--- src/rtl/accel_pkg.sv ---
// accelerator shared types
`default_nettype none

package accel_pkg;

    localparam int WEIGHT_W   = 8;   // weight / activation width
    localparam int PSUM_W     = 20;  // holds 16 products of two int8 values
    localparam int GLB_WORD_W = 32;  // four weights per GLB word
    localparam int GLB_ADDR_W = 12;  // byte address into the GLB

    typedef enum logic [1:0] {
        LAYER_CONV   = 2'b00,  // full matrix, row major
        LAYER_DWCONV = 2'b01,  // diagonal only
        LAYER_FC     = 2'b10,  // full matrix, row major
        LAYER_POOL   = 2'b11   // no weights
    } layer_type_t;

    typedef logic signed [WEIGHT_W-1:0] weight_t;
    typedef logic signed [PSUM_W-1:0]   psum_t;

    // one GLB word, either raw or split into bytes; byte 0 sits in bits 7..0
    typedef union packed {
        logic [GLB_WORD_W-1:0] word;   // host write / storage view
        weight_t [3:0]         bytes;  // loader byte select view
    } glb_word_u;

    // number of weights a layer pulls out of the GLB
    function automatic int unsigned weight_count(input layer_type_t lt,
                                                 input int unsigned rows,
                                                 input int unsigned cols);
        int unsigned n;
        case (lt)
            LAYER_CONV,
            LAYER_FC:     n = rows * cols;
            LAYER_DWCONV: n = rows;
            default:      n = 0;  // pool
        endcase
        return n;
    endfunction

    // index width for a count of n, never below one bit
    function automatic int idx_w(input int n);
        return (n > 1) ? $clog2(n) : 1;
    endfunction

endpackage

`default_nettype wire

--- src/rtl/weight_bus_if.sv ---
// weight write bus
`timescale 1ns/1ps
`default_nettype none

interface weight_bus_if #(
    parameter int ROWS = 4,
    parameter int COLS = 4
);
    import accel_pkg::*;

    logic                     wr_en;    // single-cycle write strobe
    logic [idx_w(ROWS)-1:0]   wr_row;   // target pe row
    logic [idx_w(COLS)-1:0]   wr_col;   // target column within the row
    weight_t                  wr_data;  // weight byte

    modport master (output wr_en, output wr_row, output wr_col, output wr_data);
    modport slave  (input  wr_en, input  wr_row, input  wr_col, input  wr_data);

endinterface

`default_nettype wire

--- src/rtl/weight_load_ctrl.sv ---
// weight load controller
`timescale 1ns/1ps
`default_nettype none

module weight_load_ctrl #(
    parameter int ROWS = 4,
    parameter int COLS = 4
) (
    input  wire logic                                clk,
    input  wire logic                                rst_n,
    input  wire logic                                load_i,         // held high through loading
    input  wire accel_pkg::layer_type_t              layer_type_i,
    input  wire logic [accel_pkg::GLB_ADDR_W-1:0]    base_addr_i,    // byte address of any alignment
    output      logic                                glb_rd_en_o,
    output      logic [accel_pkg::GLB_ADDR_W-3:0]    glb_rd_addr_o,  // word address
    input  wire accel_pkg::glb_word_u                glb_rd_data_i,
    weight_bus_if.master                             wbus,
    output      logic                                load_done_o     // one-cycle pulse at N+2
);
    import accel_pkg::*;

    localparam int ROW_W = idx_w(ROWS);
    localparam int COL_W = idx_w(COLS);
    localparam int CNT_W = $clog2(ROWS * COLS + 2);  // counts up to N+1

    logic [CNT_W-1:0]      cnt;        // weights issued so far
    logic [CNT_W-1:0]      n_wt;       // weights for this layer
    logic                  issue;      // read goes out this cycle
    logic                  rd_en_q;    // read presented to GLB in stage 1
    logic                  wr_en_q;    // write strobe in stage 2
    logic                  fin_q;      // counter hit N
    logic                  done_q;
    logic [GLB_ADDR_W-1:0] rd_byte_q;  // byte address of stage 1 read
    logic [1:0]            off_q;      // byte lane aligned with GLB data
    logic [ROW_W-1:0]      tgt_row;
    logic [COL_W-1:0]      tgt_col;
    logic [ROW_W-1:0]      s1_row;     // target follows the read
    logic [ROW_W-1:0]      s2_row;
    logic [COL_W-1:0]      s1_col;
    logic [COL_W-1:0]      s2_col;

    assign n_wt  = CNT_W'(weight_count(layer_type_i, ROWS, COLS));
    assign issue = load_i && (cnt < n_wt);

    // placement of weight cnt in the array
    always_comb begin
        if (layer_type_i == LAYER_DWCONV) begin
            tgt_row = ROW_W'(cnt);  // diagonal
            tgt_col = COL_W'(cnt);
        end else begin
            tgt_row = ROW_W'(cnt / CNT_W'(COLS));  // row major
            tgt_col = COL_W'(cnt % CNT_W'(COLS));
        end
    end

    // control pipeline
    always_ff @(posedge clk or negedge rst_n) begin
        if (!rst_n) begin
            cnt     <= '0;
            rd_en_q <= 1'b0;
            wr_en_q <= 1'b0;
            fin_q   <= 1'b0;
            done_q  <= 1'b0;
        end else begin
            if (!load_i) begin
                cnt <= '0;  // dropping load restarts the walk
            end else if (cnt <= n_wt) begin
                cnt <= cnt + 1'b1;  // parks at N+1 so done fires once
            end
            rd_en_q <= issue;
            wr_en_q <= rd_en_q && load_i;  // no strobes once load falls
            fin_q   <= load_i && (cnt == n_wt);
            done_q  <= fin_q && load_i;
        end
    end

    // address and target pipeline
    always_ff @(posedge clk) begin
        if (issue) begin
            rd_byte_q <= base_addr_i + GLB_ADDR_W'(cnt);
            s1_row    <= tgt_row;
            s1_col    <= tgt_col;
        end
        off_q  <= rd_byte_q[1:0];  // lines up with rd_data one cycle later
        s2_row <= s1_row;
        s2_col <= s1_col;
    end

    assign glb_rd_en_o   = rd_en_q;
    assign glb_rd_addr_o = rd_byte_q[GLB_ADDR_W-1:2];  // drop byte lane bits
    assign load_done_o   = done_q;

    assign wbus.wr_en   = wr_en_q;
    assign wbus.wr_row  = s2_row;
    assign wbus.wr_col  = s2_col;
    assign wbus.wr_data = glb_rd_data_i.bytes[off_q];  // lane pick through the union

    // done only once load stayed high for the whole walk
    a_done_after_walk: assert property (@(posedge clk) disable iff (!rst_n)
        load_done_o |-> (cnt == n_wt + 1'b1));

    a_row_range: assert property (@(posedge clk) disable iff (!rst_n)
        wbus.wr_en |-> (int'(wbus.wr_row) < ROWS));

    // diagonal placement needs a square array
    a_dw_square: assert property (@(posedge clk) disable iff (!rst_n)
        (load_i && layer_type_i == LAYER_DWCONV) |-> (ROWS == COLS));

endmodule

`default_nettype wire

--- src/flat_wrapper.sv ---
// flat-port wrapper written by rule: the top's interface ports become plain ports
module weight_load_ctrl_flat import accel_pkg::*;
#(
    parameter int ROWS = 4,
    parameter int COLS = 4
)
  (clk, rst_n, load_i, layer_type_i, base_addr_i, glb_rd_en_o, glb_rd_addr_o, glb_rd_data_i, load_done_o, wbus_wr_en, wbus_wr_row, wbus_wr_col, wbus_wr_data);
  weight_bus_if #(.ROWS(ROWS), .COLS(COLS)) wbus_i ();
  input  wire logic clk;
  input  wire logic rst_n;
  input  wire logic load_i;
  input  wire accel_pkg::layer_type_t layer_type_i;
  input  wire logic [accel_pkg::GLB_ADDR_W-1:0] base_addr_i;
  output      logic glb_rd_en_o;
  output      logic [accel_pkg::GLB_ADDR_W-3:0] glb_rd_addr_o;
  input  wire accel_pkg::glb_word_u glb_rd_data_i;
  output      logic load_done_o;
  output wire logic [$bits(wbus_i.wr_en)-1:0] wbus_wr_en;
  output wire logic [$bits(wbus_i.wr_row)-1:0] wbus_wr_row;
  output wire logic [$bits(wbus_i.wr_col)-1:0] wbus_wr_col;
  output wire logic [$bits(wbus_i.wr_data)-1:0] wbus_wr_data;
  assign wbus_wr_en = wbus_i.wr_en;
  assign wbus_wr_row = wbus_i.wr_row;
  assign wbus_wr_col = wbus_i.wr_col;
  assign wbus_wr_data = wbus_i.wr_data;
  weight_load_ctrl #(.ROWS(ROWS), .COLS(COLS)) u_core (.clk(clk), .rst_n(rst_n), .load_i(load_i), .layer_type_i(layer_type_i), .base_addr_i(base_addr_i), .glb_rd_en_o(glb_rd_en_o), .glb_rd_addr_o(glb_rd_addr_o), .glb_rd_data_i(glb_rd_data_i), .wbus(wbus_i), .load_done_o(load_done_o));
endmodule
--- config.mk ---
export PLATFORM = sky130hd
export DESIGN_NAME = weight_load_ctrl_flat
export DESIGN_NICKNAME = d
export VERILOG_FILES = /design/src/rtl/accel_pkg.sv /design/src/rtl/weight_bus_if.sv /design/src/rtl/weight_load_ctrl.sv /design/src/flat_wrapper.sv
export SDC_FILE = /design/constraint.sdc
export NUM_CORES = 1
export LEC_CHECK = 0
export ABC_AREA = 1
export BUFFER_PORTS_ARGS = -buffer_cell sky130_fd_sc_hd__buf_2
export CORE_ASPECT_RATIO = 0.75
export CORE_MARGIN = 2
export CORE_UTILIZATION = 45
export CTS_BUF_LIST = sky130_fd_sc_hd__clkbuf_2 sky130_fd_sc_hd__clkbuf_4 sky130_fd_sc_hd__clkbuf_8
export CTS_CLUSTER_SIZE = 14
export DETAILED_ROUTE_END_ITERATION = 8
export HOLD_SLACK_MARGIN = 0.02
export MAX_ROUTING_LAYER = met4
export PLACE_DENSITY = 0.78
export SYNTH_ARGS = -nofsm -noshare
export SYNTH_HDL_FRONTEND = slang
export SYNTH_SLANG_ARGS = --single-unit
--- constraint.sdc ---
create_clock -name clk -period 1.9 [get_ports clk]
set_input_delay 0.095 -clock clk [delete_from_list [all_inputs] [get_ports clk]]
set_output_delay 0.095 -clock clk [all_outputs]
set_load 0.05 [all_outputs]
# [Word level (Yosys, flattened, before mapping)]
# Cells that the tools add are included.
[op_classes] magnitude_cmp=3 add_sub_neg=2 n_mux=6 n_reduce_logical=6 eq_ne=4
[ops] operator="$bmux 8 s2" count=1
[ops] operator="$add 12x5->12" count=1
[ops] operator="$mux 5" count=2
[ops] operator="$pmux 5 s2" count=1
[ops] operator="$mux 8" count=1
[ops] operator="$add 5x1->5 const B" count=1
[ops] operator="$eq 5x5->1" count=1
[ops] operator="$le 5x5->1" count=1
[ops] operator="$lt 5x5->1" count=1
[ops] operator="$logic_and 1x1->1" count=4
[ops] operator="$lt 2x3->1 const B" count=1
[ops] operator="$eq 2x1->1 const B" count=1
[ops] operator="$eq 2x2->1 const B" count=1
[ops] operator="$logic_not 2->1" count=1
[ops] operator="$mux 2" count=1
[ops] operator="$ne 2x1->1 const B" count=1
[ops] operator="$reduce_or 2->1" count=1
[word_totals] output_inout_bits=25 elab_cells=32 input_bits=49 register_bits=31

# [Longest topological paths before layout]
# Gate-level depths: netlist of the first run.
[depth] word_depth=6 ltp_mapped=9 ltp_nobuf=9

# [Least setup slack after synthesis of the first run]
# OpenSTA, ideal clock, no wires.
[synth_timing] kind="flip-flop to flip-flop" startpoint="reg u_core.cnt[4]" endpoint="reg u_core.rd_byte_q[0] (enable)" path_buffers=0 synth_period_minus_slack_ns=2.032 stages_incl_launch_ff=5 t_arrival_ns=1.643 setup_ns=0.390 slack_ns=-0.132 path_cell_list="dfrtp_1 -> ha_1 -> nand2_2 -> nand2_4 -> nor2_1"
[synth_between] elab_chain_len=2
[synth_lines] item="from (decl)" line="weight_load_ctrl.sv:26" rtl="logic [CNT_W-1:0] cnt;"
[synth_lines] item="from (signal assigned)" line="weight_load_ctrl.sv:68" rtl="cnt <= cnt + 1'b1;"
[synth_lines] item="$lt 5x5->1" line="weight_load_ctrl.sv:43" rtl="assign issue = load_i && (cnt < n_wt);"
[synth_lines] item="$logic_and 1x1->1" line="weight_load_ctrl.sv:43"
[synth_lines] item="net u_core.issue" line="weight_load_ctrl.sv:28" rtl="logic issue;"
[synth_lines] item="to (signal assigned)" line="weight_load_ctrl.sv:80" rtl="rd_byte_q <= base_addr_i + GLB_ADDR_W'(cnt);"
[synth_lines] item="to (decl)" line="weight_load_ctrl.sv:33" rtl="logic [GLB_ADDR_W-1:0] rd_byte_q;"
# The timed path passes the listed nets, and every way through them passes these cells.
# A chain may end at the register's enable or synchronous reset.

# [Worst setup path after layout of the first run]
[layout_timing] startpoint="reg u_core.cnt[0]" endpoint="reg u_core.rd_byte_q[10] (data pin)"
[layout_between] elab_chain_len=1
[layout_lines] item="$add 12x5->12" line="weight_load_ctrl.sv:80"
# Every way passes these cells.

==> results.json, run 1 <==
{
  "crit_type": "flip-flop to flip-flop",
  "setup_tns_ns": 0,
  "cts_tree": "yes",
  "slew_viol_final": 0,
  "end_kind": "flip-flop",
  "synth_most_common_cell": "nand2_1",
  "grt-ovfl-total": 0,
  "synth_commonest_cells": "nand2_1, nor2_1, inv_1, nand3_1",
  "fill_cells": 370,
  "fin_crit_ns": 1.81,
  "drive_gt1_share_pct": 33.7,
  "clock_latency_ns": 0.28,
  "drtPass1Iterations": 4,
  "cts_sinks": 31,
  "root_buffer": "clkbuf_8",
  "dp_hpwl_um": 3320,
  "grt_pass1_vias": 1445,
  "rr_endpoint": "u_core.rd_byte_q[10]$_DFFE_PP_",
  "ir_drop_v": 0.000418,
  "syn_nets": 283,
  "core-area_um2": 4030,
  "slowest_stage": "fa_1",
  "synthXorXnorAreaFrac_pct": 2.79,
  "hp-class": "input pin to flip-flop",
  "finalClockSkew_ns": 0.00880,
  "pin_count": 74,
  "syn_area_um2": 1890,
  "die_w_um": 78.8,
  "r2r-start": "u_core.cnt[0]$_DFFE_PN0P_",
  "yosys_most_used_dff": "edfxtp_1",
  "async_reset_ff_share_pct": 29.0,
  "leakage_uw": 0.00119,
  "cp.required_ns": 1.95,
  "arrival_ns": 1.86,
  "cp_max_fo": 3,
  "yosysTopAreaCell": "edfxtp_1",
  "synth_compound_area_share_pct": 8.69,
  "drtIter0Drc": 83,
  "min-delay-start": "load_i",
  "synth_top_area_share_pct": 25.5,
  "cp_cell_sequence": "ha_1 -> fa_1 -> nand2_1 -> nand3_1 -> nand3_2 -> nand2_2 -> nand3_1 -> nand2_1",
  "die_area_um2": 4730,
  "synth_warnings": 0,
  "tightest_slew_ns": 0.292,
  "path_delay_family": "adder cells",
  "placed_area_um2": 2240,
  "die_h_um": 60.1,
  "hold_ws_ns": 0.110,
  "postLayoutCellArea_um2": 2340,
  "grt_max_degree": 18,
  "synth.distinct_cells": 28,
  "ys_ff_latch": 31,
  "final_util_pct": 58.1,
  "via_per_inst": 4.93,
  "synth_edf_count": 16,
  "antenna_left": 0,
  "antenna_found_initial": 0,
  "synth_area_per_cell_um2": 8.42,
  "htreeDepth": 2,
  "worst_setup_path_start_kind": "flip-flop",
  "status": "finished, final reports clean",
  "place_congestion": 0.804,
  "synth_top_family_by_area": "simple AND/OR/NAND/NOR gates",
  "synthSimpleGateAreaFrac_pct": 27.0,
  "cts_buffer_depth": 2,
  "cts_made_buffers": 5,
  "hold_path_end": "u_core.load_done_o$_DFF_PN0_",
  "grt_usage_pct": 19.2,
  "num_rows": 20,
  "n_antenna_cell": 0,
  "ys_seq_area_share_pct": 43.8,
  "vias": 1722,
  "setup_violations": 0,
  "holdPathStages": 3,
  "rr_worst_depth": 8,
  "wl_um": 4210,
  "start_util_pct": 46.8,
  "critPathMaxStageDelay_ns": 0.44,
  "final_nets": 352,
  "synth_cells": 224,
  "portBuffers": 73,
  "min_period_over_period_pct": 95.2,
  "fmax_mhz": 553,
  "power.density_nw_per_um2": 820,
  "netlist_top_cells_area": "edfxtp_1, dfrtp_1, nand2_1",
  "area_growth_pct": 24.1,
  "final_hold_viol_count": 0,
  "rsz0062_at_grt": "no",
  "drc": 0,
  "synthMuxAreaShare_pct": 0,
  "cp_num_buf_inv": 0,
  "slew_headroom_pct": 80.5,
  "wire_per_inst_um": 12.1,
  "synth-adder-area-share_pct": 7.03,
  "maxCapViolations": 0,
  "path_clk_slew_ns": 0.07,
  "rrSetupSlack_ns": 0.09,
  "grt_first_pass_wirelength_um": 6600
}
worst reg2reg max path, delay by kind of cell (launching register included):
kind | cells | cell delay [ns]
adders and majority gates | 2 | 0.66
and+or+nand+nor | 6 | 0.53
DFF | 1 | 0.39
power by group:
| group | switching (µW) | leakage (µW) | internal (µW) |
|---|---|---|---|
| Sequential | 36.7 | 0.000325 | 773 |
| Clock | 245 | 0.0000446 | 270 |
| Combinational | 417 | 0.000824 | 178 |
kinds of logic (layout without fill, tap and decap cells):
family | Yosys count | count (layout)
AOI/OAI and AO/OA | 30 | 30
xor gates and xnor gates | 6 | 6
adders and majority gates | 10 | 10
buffers and inverters | 38 | 108
DFF | 31 | 31
and+or+nand+nor | 109 | 109
stage by stage:
| stage | std cells | total power, µW | setup WS (ns) |
|---|---|---|---|
| 3_5_place_dp | 340 | 1420 | 0.0991 |
| 2_1_floorplan | 224 | 1260 | 0.141 |
| 5_1_grt | 349 | 2030 | 0.0152 |
| 4_1_cts | 349 | 1940 | 0.0925 |
| 6_report | 349 | 1920 | 0.0906 |
| 3_3_place_gp | 340 | 1400 | 0.189 |
final cells by class:
class,count,area [µm²],area share [%]
Tap cell,55,68.8,2.94
Inverter,24,90.1,3.85
Multi-Input combinational cell,155,865,36.9
Clock buffer,6,76.3,3.26
Sequential cell,31,827,35.3
Timing Repair Buffer,76,403,17.2
Clock inverter,2,12.5,0.534
cell usage in the layout (no fill, tap or decap):
cell type,count
nand4_4,1
dlygate4sd3_1,1
clkinvlp_4,1
xor2_1,5
dfrtp_1,9
nand2_4,1
fa_1,1
xnor2_1,1
nand4_1,3
nand2_2,5
nand3_2,2
a21oi_2,1
clkinv_1,1
inv_2,2
o21ai_1,4
clkbuf_8,5
dfxtp_1,5
clkinv_2,1
nand2_1,46
ha_1,9
nand3_1,21
buf_12,1
buf_2,73
o21ai_2,1
nor2_1,27
inv_1,21
o21ai_0,16
buf_4,1
or2_1,1
nor2_2,1
clkbuf_4,1
edfxtp_1,16
o22ai_1,8
nand3_4,1
dfxtp_2,1
how the worst max path moves through the flow:
stage / from / to / slack [ns] / cells after the start
global placement: u_core.cnt[0]$_DFFE_PN0P_ / u_core.rd_byte_q[10]$_DFFE_PP_ / 0.19 / 8
floorplan: u_core.cnt[4]$_DFFE_PN0P_ / u_core.rd_byte_q[0]$_DFFE_PP_ / 0.14 / 4
detailed placement: u_core.cnt[0]$_DFFE_PN0P_ / u_core.rd_byte_q[8]$_DFFE_PP_ / 0.1 / 8
global route: u_core.cnt[0]$_DFFE_PN0P_ / u_core.rd_byte_q[10]$_DFFE_PP_ / 0.02 / 8
finish: u_core.cnt[0]$_DFFE_PN0P_ / u_core.rd_byte_q[10]$_DFFE_PP_ / 0.09 / 8
CTS: u_core.cnt[0]$_DFFE_PN0P_ / u_core.rd_byte_q[10]$_DFFE_PP_ / 0.09 / 8
what timing repair did:
| item | in CTS | in global routing |
|---|---|---|
| buffers inserted | 0 | 0 |
| hold buffers | 1 | 0 |
| setup endpoints to repair | 0 | 2 |
| gates resized for setup | 0 | 2 |
| endpoints found under the hold margin | 9 | 0 |
registers in the layout, summed over array words and instances (netlist names):
register	count
u_core.fin_q	1
u_core.load_done_o	1
u_core.wbus.wr_en	1
u_core.cnt	5
u_core.wbus.wr_row	2
u_core.glb_rd_en_o	1
u_core.rd_byte_q	12
u_core.off_q	2
u_core.s1_row	2
u_core.wbus.wr_col	2
u_core.s1_col	2
layer usage:
metal  track usage [%]  share of wire, %  vias to the layer above
li1                  -                 -                      872
met1              22.3                43                      772
met2              31.4                45                       74
met3              7.85                11                        4
met4              5.26              0.55                        0
met5                 -                 0                        -
Note: power is estimated with default switching activity, not from simulation.
==> inputs of run 2 (changes only) <==
--- a/config.mk
+++ b/config.mk
@@ -6,7 +6,7 @@
 export NUM_CORES = 1
 export LEC_CHECK = 0
 export ABC_AREA = 1
-export BUFFER_PORTS_ARGS = -buffer_cell sky130_fd_sc_hd__buf_2
+export BUFFER_PORTS_ARGS = -buffer_cell sky130_fd_sc_hd__buf_4
 export CORE_ASPECT_RATIO = 0.75
 export CORE_MARGIN = 2
 export CORE_UTILIZATION = 45
==> run 2 against run 1 <==
- sequential power hardly changed
- fmax is 1.8% higher
- sequential cell count stayed put
- final cell count is 0.29% higher
- clock-buffer cell count is 1 higher
- power is 3.5% higher
- core utilization is 4.7 points higher
- first-iteration DRC count is 8.4% higher
- sequential share of layout area is 2.7 points lower
- via count is 0.64% higher
- non-clock buffer count is 1 higher
- combinational power is 12% higher
- highest routed layer unchanged
==> results.json, run 2 (synthesis results as in run 1) <==
{
  "r2r-start": "u_core.cnt[0]$_DFFE_PN0P_",
  "die_h_um": 60.1,
  "worst_setup_path_start_kind": "flip-flop",
  "largest_register_ffs": 12,
  "fin_crit_ns": 1.78,
  "path_clk_slew_ns": 0.07,
  "maxCapViolations": 0,
  "dp_hpwl_um": 3530,
  "wire_per_inst_um": 13.0,
  "crit_type": "flip-flop to flip-flop",
  "hp-class": "input pin to flip-flop",
  "drtPass1Iterations": 4,
  "postCtsSetupRepairBufs": 0,
  "status": "finished, final reports clean",
  "final_hold_viol_count": 0,
  "cp.required_ns": 1.94,
  "power.density_nw_per_um2": 786,
  "hold_ws_ns": 0.0954,
  "critPathLaunch": "u_core.cnt[0]$_DFFE_PN0P_",
  "grt_first_pass_wirelength_um": 7020,
  "tightest_slew_ns": 0.364,
  "min_period_over_period_pct": 93.5,
  "cts_made_buffers": 5,
  "rr_endpoint": "u_core.rd_byte_q[8]$_DFFE_PP_",
  "pin_count": 74,
  "fill_cells": 365,
  "top_register": "u_core.rd_byte_q",
  "setup_violations": 0,
  "clock_latency_ns": 0.28,
  "num_rows": 20,
  "critPathMaxStageDelay_ns": 0.39,
  "n_antenna_cell": 0,
  "place_congestion": 0.871,
  "vias": 1733,
  "slew_viol_final": 0,
  "seqCellArea_um2": 826,
  "core-area_um2": 4030,
  "final_common_cell": "buf_4",
  "cp_cell_sequence": "ha_1 -> fa_2 -> nand2_1 -> nand3_1 -> nand3_2 -> nand2_2 -> nand3_1 -> nand2_1",
  "cts_sinks": 31,
  "slowest_stage": "fa_2",
  "end_kind": "flip-flop",
  "cts_buffer_depth": 2,
  "root_buffer": "clkbuf_8",
  "reg_top3": "u_core.rd_byte_q x12, u_core.cnt x5",
  "grt-ovfl-total": 0,
  "fmax_mhz": 563,
  "antenna_left": 0,
  "final_nets": 353,
  "rrSetupSlack_ns": 0.12,
  "setup_tns_ns": 0,
  "antenna_found_initial": 0,
  "arrival_ns": 1.81,
  "ir_drop_v": 0.000394,
  "grt_usage_pct": 20.4,
  "die_w_um": 78.8,
  "rsz0062_at_grt": "no",
  "grt_pass1_vias": 1592,
  "slew_headroom_pct": 75.7,
  "start_util_pct": 46.8,
  "multi_input_area_um2": 863,
  "cp_max_fo": 3,
  "die_area_um2": 4730,
  "wl_um": 4550,
  "rr_worst_depth": 8,
  "via_per_inst": 4.95,
  "critPathCapture": "u_core.rd_byte_q[8]$_DFFE_PP_",
  "drive_gt1_share_pct": 33.6,
  "area_growth_pct": 34.1,
  "portBuffers": 73,
  "grt_max_degree": 17,
  "finalClockSkew_ns": 0.00835,
  "htreeDepth": 2,
  "drtIter0Drc": 90,
  "leakage_uw": 0.00126,
  "cts_tree": "yes",
  "layout_common_cells": "buf_4, nand2_1, nor2_1, inv_1, nand3_1",
  "drc": 0
}
-- run 2: area by class of cell --
cell class | count | share of cell area, %
sequential | 31 | 32.6
clock buffer | 7 | 3.31
inverter | 24 | 3.56
clock inverter | 1 | 0.198
multi-input combinational | 155 | 34.1
tap | 55 | 2.72
timing repair buffer | 77 | 23.4
-- run 2: how the worst min path moves through the flow --
stage	start	to	cells after the start
2_1_floorplan	rst_n	u_core.cnt[0]$_DFFE_PN0P_	0
3_3_place_gp	rst_n	u_core.glb_rd_en_o$_DFF_PN0_	1
3_5_place_dp	rst_n	u_core.glb_rd_en_o$_DFF_PN0_	1
4_1_cts	load_i	u_core.wbus.wr_en$_DFF_PN0_	3
5_1_grt	load_i	u_core.wbus.wr_en$_DFF_PN0_	3
6_report	load_i	u_core.wbus.wr_en$_DFF_PN0_	3
-- run 2: layer usage --
metal  wire length (µm)  GRT usage [%]  vias to the layer above
met5                  0              -                        -
met4                 21           5.51                        0
met3                469           7.55                        4
met2               2210           35.8                       74
met1               1850           22.1                      784
li1                   -              -                      871
-- run 2: critical path: cells and delay by family (launching register included) --
kind | cells | cell delay [ns]
flops | 1 | 0.38
simple gates | 6 | 0.52
fa+ha+maj | 2 | 0.62
-- run 2: power by group --
group | switching [µW] | leakage [µW] | internal [µW] | total [µW]
logic | 426 | 0.000887 | 242 | 667
clock network | 227 | 0.0000491 | 285 | 512
registers | 35.5 | 0.000325 | 773 | 808
total | 688 | 0.00126 | 1300 | 1990
-- run 2: repair_timing --
action,in CTS,in global routing
hold buffers,1,0
hold endpoints to repair,9,0
resized for setup,0,1
endpoints found under the setup margin,0,2
-- run 2: stage by stage --
step / power [µW] / cell area (µm²) / cells / util (%) / setup WS, ns
after floorplan: 1260 / 1890 / 224 / - / 0.141
after global placement: 1470 / 2430 / 341 / 60.3 / 0.187
after detailed placement: 1480 / 2430 / 341 / 60.3 / 0.0749
after CTS: 2000 / 2530 / 350 / 62.7 / 0.0527
after global routing: 2090 / 2530 / 350 / 62.8 / 0.00802
final: 1990 / 2530 / 350 / 62.8 / 0.123
==> inputs of run 3 (changes only) <==
--- a/config.mk
+++ b/config.mk
@@ -9,13 +9,12 @@
 export BUFFER_PORTS_ARGS = -buffer_cell sky130_fd_sc_hd__buf_4
 export CORE_ASPECT_RATIO = 0.75
 export CORE_MARGIN = 2
-export CORE_UTILIZATION = 45
+export CORE_UTILIZATION = 25
 export CTS_BUF_LIST = sky130_fd_sc_hd__clkbuf_2 sky130_fd_sc_hd__clkbuf_4 sky130_fd_sc_hd__clkbuf_8
 export CTS_CLUSTER_SIZE = 14
 export DETAILED_ROUTE_END_ITERATION = 8
 export HOLD_SLACK_MARGIN = 0.02
 export MAX_ROUTING_LAYER = met4
-export PLACE_DENSITY = 0.78
 export SYNTH_ARGS = -nofsm -noshare
 export SYNTH_HDL_FRONTEND = slang
 export SYNTH_SLANG_ARGS = --single-unit
==> constraint.sdc (replaced) <==
create_clock -name clk -period 1.9 [get_ports clk]
set_input_delay 0.095 -clock clk [delete_from_list [all_inputs] [get_ports clk]]
set_output_delay 0.095 -clock clk [all_outputs]
set_load 0.1 [all_outputs]
==> run 3 against run 2 <==
- via count decreased by 2.5%
- register-to-register slack improved by 0.04 ns
- wire length decreased by 0.90%
- power increased by 20%
- global-route usage decreased by 8.5 points
==> results.json, run 3 (synthesis results as in run 1) <==
{
  "root_buffer": "clkbuf_8",
  "die_h_um": 79.2,
  "cts_buffer_depth": 2,
  "cts_sinks": 31,
  "hold_ws_ns": 0.0885,
  "drtPass1Iterations": 4,
  "largest_register_ffs": 12,
  "rr_endpoint": "u_core.rd_byte_q[10]$_DFFE_PP_",
  "antenna_left": 0,
  "drtIter0Drc": 96,
  "layout_common_cells": "buf_4, nand2_1, nor2_1, inv_1, nand3_1",
  "start_util_pct": 25.7,
  "worst_setup_path_start_kind": "flip-flop",
  "fill_cells": 775,
  "critPathMaxStageDelay_ns": 0.39,
  "min_period_over_period_pct": 91.3,
  "pin_count": 74,
  "wl_um": 4510,
  "grt_usage_pct": 11.8,
  "grt_pass1_vias": 1598,
  "drc": 0,
  "maxCapViolations": 0,
  "antenna_found_initial": 0,
  "final_common_cell": "buf_4",
  "end_kind": "flip-flop",
  "num_rows": 27,
  "final_nets": 354,
  "slowest_stage": "fa_1",
  "cp_cell_sequence": "ha_1 -> fa_1 -> nand2_1 -> nand3_1 -> nand3_2 -> nand2_2 -> nand3_1 -> nand2_1",
  "area_growth_pct": 41.6,
  "clock_latency_ns": 0.28,
  "top_register": "u_core.rd_byte_q",
  "fin_crit_ns": 1.74,
  "dp_hpwl_um": 3480,
  "slew_headroom_pct": 75.6,
  "cp_max_fo": 3,
  "min-delay-start": "load_i",
  "htreeDepth": 2,
  "grt_max_degree": 17,
  "die_w_um": 104,
  "final_hold_viol_count": 0,
  "hp-class": "input pin to flip-flop",
  "grt-ovfl-total": 0,
  "power.density_nw_per_um2": 896,
  "rrSetupSlack_ns": 0.16,
  "slew_viol_final": 0,
  "setup_tns_ns": 0,
  "dp.cells": 388,
  "place_congestion": 0.837,
  "leakage_uw": 0.00131,
  "path_clk_slew_ns": 0.07,
  "core-area_um2": 7330,
  "rr_worst_depth": 8,
  "final_util_pct": 36.4,
  "n_antenna_cell": 0,
  "portBuffers": 73,
  "p_total_uw": 2390,
  "tightest_slew_ns": 0.366,
  "wire_per_inst_um": 11.4,
  "cts_made_buffers": 5,
  "hold_path_end": "u_core.load_done_o$_DFF_PN0_",
  "drive_gt1_share_pct": 36.1,
  "vias": 1690,
  "fmax_mhz": 576,
  "final_cells": 397,
  "ir_drop_v": 0.000314,
  "grt_first_pass_wirelength_um": 7510,
  "via_per_inst": 4.26,
  "rsz0062_at_grt": "no",
  "r2r-start": "u_core.cnt[0]$_DFFE_PN0P_",
  "arrival_ns": 1.78,
  "post_cts_resize_count": 0,
  "status": "finished, final reports clean",
  "holdBufCountCts": 1,
  "reg_top3": "u_core.rd_byte_q x12, u_core.cnt x5",
  "setup_violations": 0,
  "finalClockSkew_ns": 0.00672,
  "cp.required_ns": 1.94,
  "die_area_um2": 8270,
  "crit_type": "flip-flop to flip-flop",
  "holdPathStages": 3,
  "postCtsSetupRepairBufs": 0,
  "cts_tree": "yes"
}
==> run 3: changes by cell type in the layout (fill, tap and decap cells not counted) <==
cell / delta
o22ai_1: -8
o22ai_2: +8
clkbuf_4: -2
buf_4: +1
bufinv_16: +1
clkbuf_8: +1
fa_1: +1
fa_2: -1
==> run 3: how the worst max path moves through the flow <==
stage,slack (ns),cells after the start,startpoint,endpoint
global placement,0.22,8,u_core.cnt[0]$_DFFE_PN0P_,u_core.rd_byte_q[8]$_DFFE_PP_
detailed placement,0.19,8,u_core.cnt[0]$_DFFE_PN0P_,u_core.rd_byte_q[10]$_DFFE_PP_
floorplan,0.14,4,u_core.cnt[4]$_DFFE_PN0P_,u_core.rd_byte_q[0]$_DFFE_PP_
CTS,0.16,8,u_core.cnt[0]$_DFFE_PN0P_,u_core.rd_byte_q[10]$_DFFE_PP_
finish,0.16,8,u_core.cnt[0]$_DFFE_PN0P_,u_core.rd_byte_q[10]$_DFFE_PP_
global route,0.05,8,u_core.cnt[0]$_DFFE_PN0P_,u_core.rd_byte_q[10]$_DFFE_PP_
==> run 3: routing by layer <==
layer | wire, µm | share of wire (%) | global-route usage, % | vias to the layer above
li1 | - | - | - | 873
met1 | 2140 | 48 | 14.9 | 750
met2 | 1920 | 43 | 17.6 | 63
met3 | 394 | 8.7 | 4.52 | 4
met4 | 54 | 1.2 | 3.65 | 0
met5 | 0 | 0 | - | -
==> run 3: final cells by class <==
cell class                 count  area, µm²  share of cell area [%]
clock inverter                 2       35.0                    1.31
tap                          101        126                    4.73
inverter                      24       90.1                    3.37
multi-input combinational    155        911                    34.1
clock buffer                   6       82.6                    3.09
sequential                    31        826                    30.9
timing repair buffer          78        601                    22.5
==> run 3: critical path: cells and delay by family (launching register included) <==
kind | cells | cell delay (ns)
and+or+nand+nor | 6 | 0.51
DFF | 1 | 0.38
adders and majority gates | 2 | 0.61
==> run 3: power by group <==
part	switching (µW)	internal, µW
clock network	247	424
logic	660	257
registers	32.2	773
==> run 3: per-stage QoR <==
| stage | setup WS [ns] | cell area (µm²) |
|---|---|---|
| 2_1_floorplan | 0.141 | 1940 |
| 3_3_place_gp | 0.216 | 2540 |
| 3_5_place_dp | 0.192 | 2540 |
| 4_1_cts | 0.157 | 2670 |
| 5_1_grt | 0.0525 | 2670 |
| 6_report | 0.165 | 2670 |
